**src/source/mmu_pkg.sv**
```systemverilog
// ------------------------------------------------------------
// mmu table geometry, config access struct, entry/lane types
// ------------------------------------------------------------
package mmu_pkg;

   localparam int MMU_IDW      = 12;            // table index width
   localparam int MMU_DEPTH    = 1 << MMU_IDW;  // 4096 entries
   localparam int MMU_ENTRY_W  = 48;            // stored bits per entry
   localparam int MMU_XLATE_W  = 44;            // bits used for translation
   localparam int MMU_LANES    = MMU_ENTRY_W / 8;
   localparam int MMU_CFG_AW   = 16;            // config address width
   localparam int MMU_CFG_DW   = 32;            // config data word
   localparam int MMU_WE_W     = MMU_CFG_DW / 8;
   localparam int MMU_HI_W     = MMU_ENTRY_W - MMU_CFG_DW;  // 16b high word
   localparam int MMU_WORD_BIT = 2;             // addr bit picking hi/lo word
   localparam int MMU_IDX_LSB  = 3;             // entry index starts here

   // one config port access
   typedef struct packed {
      logic                  en;
      logic [MMU_WE_W-1:0]   we;     // byte enables, all zero = read
      logic [MMU_CFG_AW-1:0] addr;
      logic [MMU_CFG_DW-1:0] din;
   } mmu_cfg_t;

   // table entry, top bits stored but unused by lookup
   typedef struct packed {
      logic [MMU_ENTRY_W-MMU_XLATE_W-1:0] spare;
      logic [MMU_XLATE_W-1:0]             xlate;
   } mmu_entry_t;

   typedef logic [MMU_LANES-1:0] mmu_lane_t;

endpackage

```
**src/source/mmu_cfg_decode.sv**
```systemverilog
// ------------------------------------------------------------
// config port decode, lane enables and readback word select
// ------------------------------------------------------------
`timescale 1ns/1ps

module mmu_cfg_decode
   import mmu_pkg::*;
(
   input  logic                  clk,
   input  logic                  reset,
   input  mmu_cfg_t              cfg,
   output logic [MMU_IDW-1:0]    wr_index,
   output mmu_lane_t             wr_lanes,
   output mmu_entry_t            wr_data,
   output logic                  rd_en,
   output logic [MMU_IDW-1:0]    rd_index,
   input  mmu_entry_t            rd_entry,
   output logic [MMU_CFG_DW-1:0] cfg_rdata
);

   logic wr_access;   // en with some byte enable
   logic hi_word;     // addr bit 2
   logic hi_sel_q;    // word select of last read
   logic rd_done_q;   // a read has completed since reset

   assign hi_word   = cfg.addr[MMU_WORD_BIT];
   assign wr_access = cfg.en & (|cfg.we);
   assign rd_en     = cfg.en & ~(|cfg.we);

   // same entry index for both directions
   assign wr_index = cfg.addr[MMU_IDX_LSB +: MMU_IDW];
   assign rd_index = cfg.addr[MMU_IDX_LSB +: MMU_IDW];

   // din copied to both halves, lanes pick which bytes land
   assign wr_data = {cfg.din[MMU_HI_W-1:0], cfg.din};

   always_comb
   begin
      wr_lanes = '0;
      if (wr_access && !hi_word)
         wr_lanes = {{(MMU_LANES-MMU_WE_W){1'b0}}, cfg.we};          // bytes 3:0
      else if (wr_access && hi_word)
         wr_lanes = {cfg.we[MMU_LANES-MMU_WE_W-1:0], {MMU_WE_W{1'b0}}};  // we 3:2 dropped
   end

   // table rd port is the data register, only word select kept here
   always_ff @(posedge clk)
   begin
      if (reset)
      begin
         hi_sel_q  <= 1'b0;
         rd_done_q <= 1'b0;
      end
      else if (rd_en)
      begin
         hi_sel_q  <= hi_word;
         rd_done_q <= 1'b1;
      end
   end

   // rd_entry holds between reads, so the mux output holds too
   assign cfg_rdata = !rd_done_q ? '0 :
                      hi_sel_q   ? {{(MMU_CFG_DW-MMU_HI_W){1'b0}},
                                    rd_entry[MMU_ENTRY_W-1:MMU_CFG_DW]} :
                                   rd_entry[MMU_CFG_DW-1:0];

   // an unknown index would hit an unknown entry
   a_cfg_known: assert property (@(posedge clk) disable iff (reset)
      !$isunknown(cfg.en) &&
      (!cfg.en || !$isunknown({cfg.we, cfg.addr[MMU_IDX_LSB +: MMU_IDW]})));

endmodule

```
**config.mk**
```make
export PLATFORM = sky130hd
export DESIGN_NAME = mmu_cfg_decode
export DESIGN_NICKNAME = d
export VERILOG_FILES = /design/src/source/mmu_pkg.sv /design/src/source/mmu_cfg_decode.sv
export SDC_FILE = /design/constraint.sdc
export NUM_CORES = 1
export LEC_CHECK = 0
export BUFFER_PORTS_ARGS = -buffer_cell sky130_fd_sc_hd__buf_4
export CORE_AREA = 5 5 81 83
export DETAILED_ROUTE_END_ITERATION = 6
export DIE_AREA = 0 0 86 88
export GPL_TIMING_DRIVEN = 0
export PLACE_DENSITY = 0.75
export SLEW_MARGIN = 40
export SYNTH_ARGS = -nofsm -noshare
export SYNTH_HDL_FRONTEND = slang
export SYNTH_SLANG_ARGS = --single-unit
```
**constraint.sdc**
```tcl
create_clock -name clk -period 1.45 [get_ports clk]
set_input_delay 0.145 -clock clk [delete_from_list [all_inputs] [get_ports clk]]
set_output_delay 0.145 -clock clk [all_outputs]
set_load 0.03 [all_outputs]
```
==> metrics.csv <==
stage,metric,value,unit
grt,met3 Use GR,4.05,%
power,power density cells,407,nW/um^2
critical_path,"slowest stage delay, CP",0.31,ns
place,port bufs,166,
clock_tree,maximum buffer depth of the clock tree,2,
place,post-detail-place hpwl,4.24,mm
outcome,status,finished clean,
grt,GR Layer Usage met2,20.4,%
route,post-detailed-route via-to-cell ratio,3.74,
cells_and_area,"most common cell after layout, fill and taps aside",buf_4,
synth,"FF+latch count, synth",2,
grt,met1 usage,9.16,%
synth,syn_nets,243,
hold_path,Hold Crit Class,in2reg,
sta,Tmin final,1.38,ns
grt,GRT overflow,0,
synth,synth unique cells,14,
synth,register area share after synthesis,3.69,%
cells_and_area,Nets,420,
sta,Rel. slew slack,84.5,%
route,"antenna viol nets, final",0,
die,DIE AREA,7570,sq um
critical_path,kind of critical path,reg2out,
sta,Slew @ Worst Pin,0.231,ns
clock_tree,TritonCTS clock tree,built,
route,WL/cell,12.3,um
sta,fin crit share,95.1,%
route,routed wire length,4.81,mm
route,drt first pass iters,4,
cells_and_area,P&R area growth vs syn,134,%
grt,initial antenna violation count,0,
die,Initial Util,18.8,%
cells_and_area,"commonest non-fill, non-tap cells in the layout","243 x buf_4, 20 x and2_1, 17 x mux2i_1, 17 x nor2b_1, 3 x clkbuf_8",
die,die width,86,um
sta,total negative slack,0,ns
die,die height,88,um
die,IO Count,214,
grt,first-pass GRT wire length,6.30,mm
synth,Gate Count Post-Synth,140,
critical_path,Worst Setup End Kind,output port,
sta,"Slew Viols, Final",0,
critical_path,CP Launch Type,register,
grt,total track usage,10.2,%
clock_tree,"Hold-fix buffers, CTS",0,
route,initial DRC count,6,
synth,cell area after synthesis,1090,sq um
power,peak supply drop,0.000257,V
power,Leak,1.42,nW
grt,GRT busiest layer,met2,
sta,Final WS setup,0.0705,ns
clock_tree,Clock Latency Late Sink,0.21,ns
critical_path,WP data arrival,1.23,ns
grt,number of global-route vias before repair,1463,
synth,Ys Warns,0,
clock_tree,H-tree level count,1,
critical_path,WP data required,1.31,ns
route,Residual DRC,0,
run,Max-Cap Viols,0,
clock_tree,# clock sinks,2,
cells_and_area,# diodes,0,
cells_and_area,layout cells sized above 1,81.3,%
sta,final hold violation count,0,
clock_tree,"Reg clk slew, reported paths",0.03,ns
sta,RSZ-0062 raised after global routing,false,
die,num rows,28,
critical_path,Crit-path slowest cell,dfxtp_2,
sta,fmax,725,MHz
critical_path,crit-path max FO,7,
critical_path,critical-path cell list,buf_6 -> clkbuf_16 -> mux2i_1 -> nor2b_1 -> buf_4,
grt,largest net degree at the start of global routing,11,
sta,Clock Skews,0,ns
place,DP Worst Slack,0.0789,ns
clock_tree,Num CTS Buffers,3,
die,core area,5780,sq um
route,DR vias,1457,
sta,Setup-failing EPs final,0,
clock_tree,Clk Tree Root Cell,clkbuf_8,
synth,Mean Syn Cell Area,7.76,sq um
place,Placer Congestion,0.692,
-- per-stage QoR --
| step | cell area [sq um] | util (%) | cells | power (mW) | hold WS, ns |
|---|---|---|---|---|---|
| after floorplan | 1090 | - | 140 | 0.511 | 0.300 |
| after global placement | 2430 | 42.0 | 381 | 0.812 | 0.422 |
| after detailed placement | 2430 | 42.0 | 381 | 0.822 | 0.427 |
| after CTS | 2470 | 42.8 | 384 | 1.05 | 0.202 |
| after global routing | 2540 | 44.0 | 390 | 1.08 | 0.215 |
| final | 2540 | 44.0 | 390 | 1.03 | 0.204 |
-- metal layers --
layer  share of wire (%)  vias up
met1                  27      608
met3                  17        2
met2                  55      125
met4                0.56        0
met5                   0        -
li1                    -      722
-- where the power goes --
| group | switching [mW] | internal, mW |
|---|---|---|
| logic | 0.366 | 0.395 |
| clock network | 0.0414 | 0.175 |
| registers | 0.00136 | 0.0552 |
| total | 0.409 | 0.625 |
-- worst max-delay path: cells and delay by family, from the launching register on --
kind / cells / cell delay [ns]
buf+inv: 3 / 0.47
flops: 1 / 0.31
mux: 1 / 0.18
simple gates: 1 / 0.06
-- cell type report --
cell class              count  area, sq um
clock buffers               3         41.3
fillers                   583         3240
plain buffers              76          588
multi-input cells          62          464
flip-flops and latches      2         45.0
repair buffers            172         1310
well taps                  75         93.8
-- worst paths after layout --
path                  start            end  slack, ns  cells after the start
setup reg to reg   hi_sel_q       hi_sel_q       0.48                      5
setup / recovery   hi_sel_q  cfg_rdata[11]       0.07                      5
hold / removal        reset      rd_done_q       0.20                      2
hold reg to reg   rd_done_q      rd_done_q       0.54                      1
-- kinds of logic after synthesis --
group	synth area share [%]
flip-flops	3.69
buffers and inverters	53.6
AO/OA/AOI/OAI	0.922
AND/OR/NAND/NOR	26.2
multiplexers	15.7
-- Yosys cell counts --
cell type	number	area, sq um
nor4_1	1	6.26
nor2b_4	1	13.8
nor2b_1	17	106
clkbuf_1	1	3.75
and2_2	1	7.51
buf_4	72	541
buf_8	1	15.0
and2_1	20	125
dfxtp_1	2	40.0
nand2b_1	2	12.5
mux2i_1	17	170
and3_1	2	12.5
o21ba_2	1	10.0
buf_6	2	22.5
-- sequential cells by signal, indices dropped and copies added (netlist names) --
register / cells
rd_done_q: 1
hi_sel_q: 1
-- repair_timing --
action                     4_1_cts  5_1_grt
gates resized for setup          3        3
gates cloned                     0        1
setup buffers                    0        5
setup endpoints to repair       20       19
No activity file was read; power rests on OpenSTA's default activity.
