## src/source/emesh_pkg.sv

```systemverilog
// ------------------------------------------------------------
// emesh packet widths, input packet and translated packet
// ------------------------------------------------------------
package emesh_pkg;

   localparam int EMESH_AW        = 32;  // packet address width
   localparam int EMESH_DW        = 32;  // packet data width
   localparam int EMESH_PAW       = 64;  // physical addr after mmu
   localparam int EMESH_PAGE_BITS = 20;  // low bits passed untranslated

   // packet as it enters the mmu
   typedef struct packed {
      logic                 write;
      logic [1:0]           datamode;
      logic [3:0]           ctrlmode;
      logic [EMESH_AW-1:0]  dstaddr;
      logic [EMESH_AW-1:0]  srcaddr;
      logic [EMESH_DW-1:0]  data;
   } emesh_packet_t;

   // packet after translation, only dstaddr grows
   typedef struct packed {
      logic                 write;
      logic [1:0]           datamode;
      logic [3:0]           ctrlmode;
      logic [EMESH_PAW-1:0] dstaddr;   // 64b physical
      logic [EMESH_AW-1:0]  srcaddr;
      logic [EMESH_DW-1:0]  data;
   } emesh_xlate_t;

endpackage

```

## src/source/mmu_pkg.sv

```systemverilog
// ------------------------------------------------------------
// mmu table geometry, config access struct, entry/lane types
// ------------------------------------------------------------
package mmu_pkg;

   localparam int MMU_IDW      = 12;            // table index width
   localparam int MMU_DEPTH    = 1 << MMU_IDW;  // 4096 entries
   localparam int MMU_ENTRY_W  = 48;            // stored bits per entry
   localparam int MMU_XLATE_W  = 44;            // bits used for translation
   localparam int MMU_LANES    = MMU_ENTRY_W / 8;
   localparam int MMU_CFG_AW   = 16;            // config address width
   localparam int MMU_CFG_DW   = 32;            // config data word
   localparam int MMU_WE_W     = MMU_CFG_DW / 8;
   localparam int MMU_HI_W     = MMU_ENTRY_W - MMU_CFG_DW;  // 16b high word
   localparam int MMU_WORD_BIT = 2;             // addr bit picking hi/lo word
   localparam int MMU_IDX_LSB  = 3;             // entry index starts here

   // one config port access
   typedef struct packed {
      logic                  en;
      logic [MMU_WE_W-1:0]   we;     // byte enables, all zero = read
      logic [MMU_CFG_AW-1:0] addr;
      logic [MMU_CFG_DW-1:0] din;
   } mmu_cfg_t;

   // table entry, top bits stored but unused by lookup
   typedef struct packed {
      logic [MMU_ENTRY_W-MMU_XLATE_W-1:0] spare;
      logic [MMU_XLATE_W-1:0]             xlate;
   } mmu_entry_t;

   typedef logic [MMU_LANES-1:0] mmu_lane_t;

endpackage

```

## src/source/emmu.sv

```systemverilog
// ------------------------------------------------------------
// packet stage, registers packet and builds 64b dstaddr
// ------------------------------------------------------------
`timescale 1ns/1ps

module emmu
   import emesh_pkg::*;
   import mmu_pkg::*;
(
   input  logic          clk,
   input  logic          reset,
   input  logic          mmu_en,
   input  logic          packet_valid,
   input  emesh_packet_t packet_in,
   input  mmu_entry_t    lookup_entry,
   output logic          xlate_valid,
   output emesh_xlate_t  xlate_out
);

   emesh_packet_t pkt_q;    // payload, no reset
   logic          en_q;     // mmu_en taken with the packet

   // valid every cycle, lines up with the table read
   always_ff @(posedge clk)
   begin
      if (reset)
         xlate_valid <= 1'b0;
      else
         xlate_valid <= packet_valid;
   end

   // payload only moves on a valid packet
   always_ff @(posedge clk)
   begin
      if (packet_valid)
      begin
         pkt_q <= packet_in;
         en_q  <= mmu_en;
      end
   end

   // output fields straight from the register
   always_comb
   begin
      xlate_out.write    = pkt_q.write;
      xlate_out.datamode = pkt_q.datamode;
      xlate_out.ctrlmode = pkt_q.ctrlmode;
      xlate_out.srcaddr  = pkt_q.srcaddr;
      xlate_out.data     = pkt_q.data;
      if (en_q)
      begin
         // 44 xlate bits over the 20b page offset
         xlate_out.dstaddr = {lookup_entry.xlate,
                              pkt_q.dstaddr[EMESH_PAGE_BITS-1:0]};
      end
      else
      begin
         xlate_out.dstaddr = {{(EMESH_PAW-EMESH_AW){1'b0}}, pkt_q.dstaddr};  // bypass
      end
   end

   // downstream has no backpressure, a bad valid is unrecoverable
   a_valid_known: assert property (@(posedge clk) disable iff (reset)
      !$isunknown(xlate_valid));

endmodule

```

## config.mk

```make
export PLATFORM = sky130hd
export DESIGN_NAME = emmu
export DESIGN_NICKNAME = d
export VERILOG_FILES = /design/src/source/emesh_pkg.sv /design/src/source/mmu_pkg.sv /design/src/source/emmu.sv
export SDC_FILE = /design/constraint.sdc
export NUM_CORES = 1
export LEC_CHECK = 0
export BUFFER_PORTS_ARGS = -buffer_cell sky130_fd_sc_hd__buf_4
export CAP_MARGIN = 20
export CORE_AREA = 2 2 114 116
export CTS_CLUSTER_DIAMETER = 60
export DETAILED_ROUTE_END_ITERATION = 12
export DIE_AREA = 0 0 116 118
export PLACE_DENSITY = 0.68
export SLEW_MARGIN = 10
export SYNTH_ARGS = -nofsm -noshare
export SYNTH_HDL_FRONTEND = slang
export SYNTH_SLANG_ARGS = --single-unit
```

## constraint.sdc

```tcl
create_clock -name clk -period 2.4 [get_ports clk]
set_input_delay 0.48 -clock clk [delete_from_list [all_inputs] [get_ports clk]]
set_output_delay 0.48 -clock clk [all_outputs]
set_load 0.005 [all_outputs]
```

==> impl_metrics.env <==
export IMPL_highest_layer="met4"
export IMPL_final_max_slew_violation_count=0
export IMPL_overflow=0
export IMPL_hold_viol=0
export IMPL_die_area_um2=13700
export IMPL_die_w_um=116
export IMPL_finalCriticalPeriod_ns=2.02
export IMPL_layout_nets=605
export IMPL_crit_arrival_ns=1.54
export IMPL_cts_buffers=9
export IMPL_fill_cells=1096
export IMPL_routed_via_density=3.99
export IMPL_fmax_mhz=495
export IMPL_cap_violations=0
export IMPL_antenna_found_initial=0
export IMPL_critPathKind="flop to primary output"
export IMPL_clock_path_buffers=2
export IMPL_setup_viol=0
export IMPL_wl_mm=9.51
export IMPL_synth_compound_area_share=0
export IMPL_muxShareOfSynthArea=0.0389
export IMPL_fp_coreArea_um2=12400
export IMPL_syn_area_um2=4240
export IMPL_wl_met3_mm=1.35
export IMPL_dieHeight_um=118
export IMPL_p_leak_nw=2.72
export IMPL_postCtsHoldBufs=0
export IMPL_cp_start_kind="flop"
export IMPL_root_buffer="clkbuf_16"
export IMPL_yosys_top_cells_area="edfxtp_1, buf_4, and2_1"
export IMPL_tns_ns=0
export IMPL_area_growth_syn_to_layout_pct=45.5
export IMPL_period_share=0.842
export IMPL_required_ns=1.92
export IMPL_rsz0062_at_grt="false"
export IMPL_num_io_pins=291
export IMPL_clk_pin_slew_ns=0.06
export IMPL_synth_fa_ha_area_frac=0
export IMPL_drive_above_1_share=0.692
export IMPL_grt_pass1_wl_mm=13.4
export IMPL_drt_iter0_drc=71
export IMPL_ys_ff_latch=105
export IMPL_ys_warn_count=0
export IMPL_drtPass1Iterations=4
export IMPL_relSlewSlack=0.604
export IMPL_synth_top_area_cell="edfxtp_1"
export IMPL_grt_pass1_vias=2626
export IMPL_cts_tree="built"
export IMPL_synth_simple_area_share=0.0486
export IMPL_io_buffer_count=286
export IMPL_cts_htree_levels=3
export IMPL_synth_top_family_by_area="buffers and inverters"
export IMPL_synth_xor_area_frac=0
export IMPL_start_util=0.342
export IMPL_drc_errors=0
export IMPL_grt_usage=0.133
export IMPL_num_rows=41
export IMPL_via_count=2500
export IMPL_avgSynthCellArea_um2=17.3
export IMPL_synthesis_instances=246
export IMPL_critPathMaxFanout=44
export IMPL_worstMarginPinSlew_ns=0.594
export IMPL_postRouteAntennaNets=0
export IMPL_hold_class="input port to flop"
export IMPL_status="completed"
export IMPL_ctsResizeCount=0
export IMPL_crit_path_end_kind="primary output"
export IMPL_powerDensity_nw_per_um2=670
export IMPL_ys_seq_area_frac=0.741
export IMPL_place_congestion=0.710
export IMPL_wl_met2_mm=5.19
export IMPL_synth_top_area_share=0.736
export IMPL_met1_length_mm=2.80
export IMPL_ir_drop_mv=0.380
export IMPL_fin_hold_ws_ns=0.300
export IMPL_yosysUniqueCellTypes=10
export IMPL_avgRoutedWirePerCell_um=15.2
export IMPL_cts_setup_buffers=0
export IMPL_antenna_cells=0
export IMPL_grt_max_degree=60
export IMPL_synth_fp_nets=401
export IMPL_clkSinkCount=105
## logic make-up (layout without fill, tap and decap cells)
group,count (synthesis),after routing
buf+inv,96,304
flops,105,105
mux,12,12
simple gates,33,33
## per-stage QoR
stage / instance area [um^2] / setup WS (ns) / cells / power (mW) / util
floorplan: 4240 / 0.994 / 246 / 2.51 / -
global placement: 5910 / 0.741 / 611 / 2.86 / 0.476
detailed placement: 5910 / 0.719 / 611 / 2.87 / 0.476
CTS: 6170 / 0.337 / 626 / 4.20 / 0.497
global route: 6170 / 0.284 / 626 / 4.31 / 0.497
finish: 6170 / 0.378 / 626 / 4.13 / 0.497
## registers in the layout (all words and copies together), names as in the netlist
name and cells:
en_q 1, xlate_valid 1, pkt_q 32, xlate_out 71
## final timing paths
check	from	end	slack, ns	depth (start not counted)
worst max-delay path	en_q	xlate_out[84]	0.38	3
worst min-delay path	reset	xlate_valid	0.30	2
## cell type report
cell class                      count  area, um^2  area share
Multi-Input combinational cell     45         372      0.0602
Sequential cell                   105        3140       0.509
Timing Repair Buffer              289        2180       0.353
Clock buffer                       10         229      0.0371
Tap cell                          172         215      0.0349
Clock inverter                      5        32.5     0.00527
## report_power, final
| part | internal, mW | switching, mW | leakage [nW] | total, mW |
|---|---|---|---|---|
| logic | 0.404 | 0.200 | 1.57 | 0.604 |
| clock network | 0.696 | 0.621 | 0.122 | 1.32 |
| registers | 2.18 | 0.0384 | 1.03 | 2.21 |
## cell usage after synthesis (all sizes together)
master and number:
edfxtp 104, buf 96, and2 32, mux2 12, dfxtp 1, nor2b 1
## metal layers
| metal | vias up | track usage |
|---|---|---|
| li1 | 1169 | - |
| met1 | 1144 | 0.118 |
| met2 | 174 | 0.245 |
| met3 | 13 | 0.0690 |
| met4 | 0 | 0.0565 |
| met5 | - | 0 |
## layout by cell type (no fill, tap or decap)
cell,Yosys,final
clkinv_1,0,1
buf_4,91,288
mux2_4,8,8
clkbuf_16,0,9
dfxtp_1,1,1
buf_12,1,1
clkinvlp_4,0,2
edfxtp_1,104,104
inv_6,0,1
nor2b_1,1,1
clkbuf_1,0,1
and2_1,32,32
mux2_2,4,4
clkinv_2,0,1
## worst max-delay path, stage by stage (launching register included)
cell and delay, ns:
edfxtp_1 0.33, buf_4 0.35, mux2_2 0.39, buf_4 0.14
No activity file was read; power rests on OpenSTA's default activity.
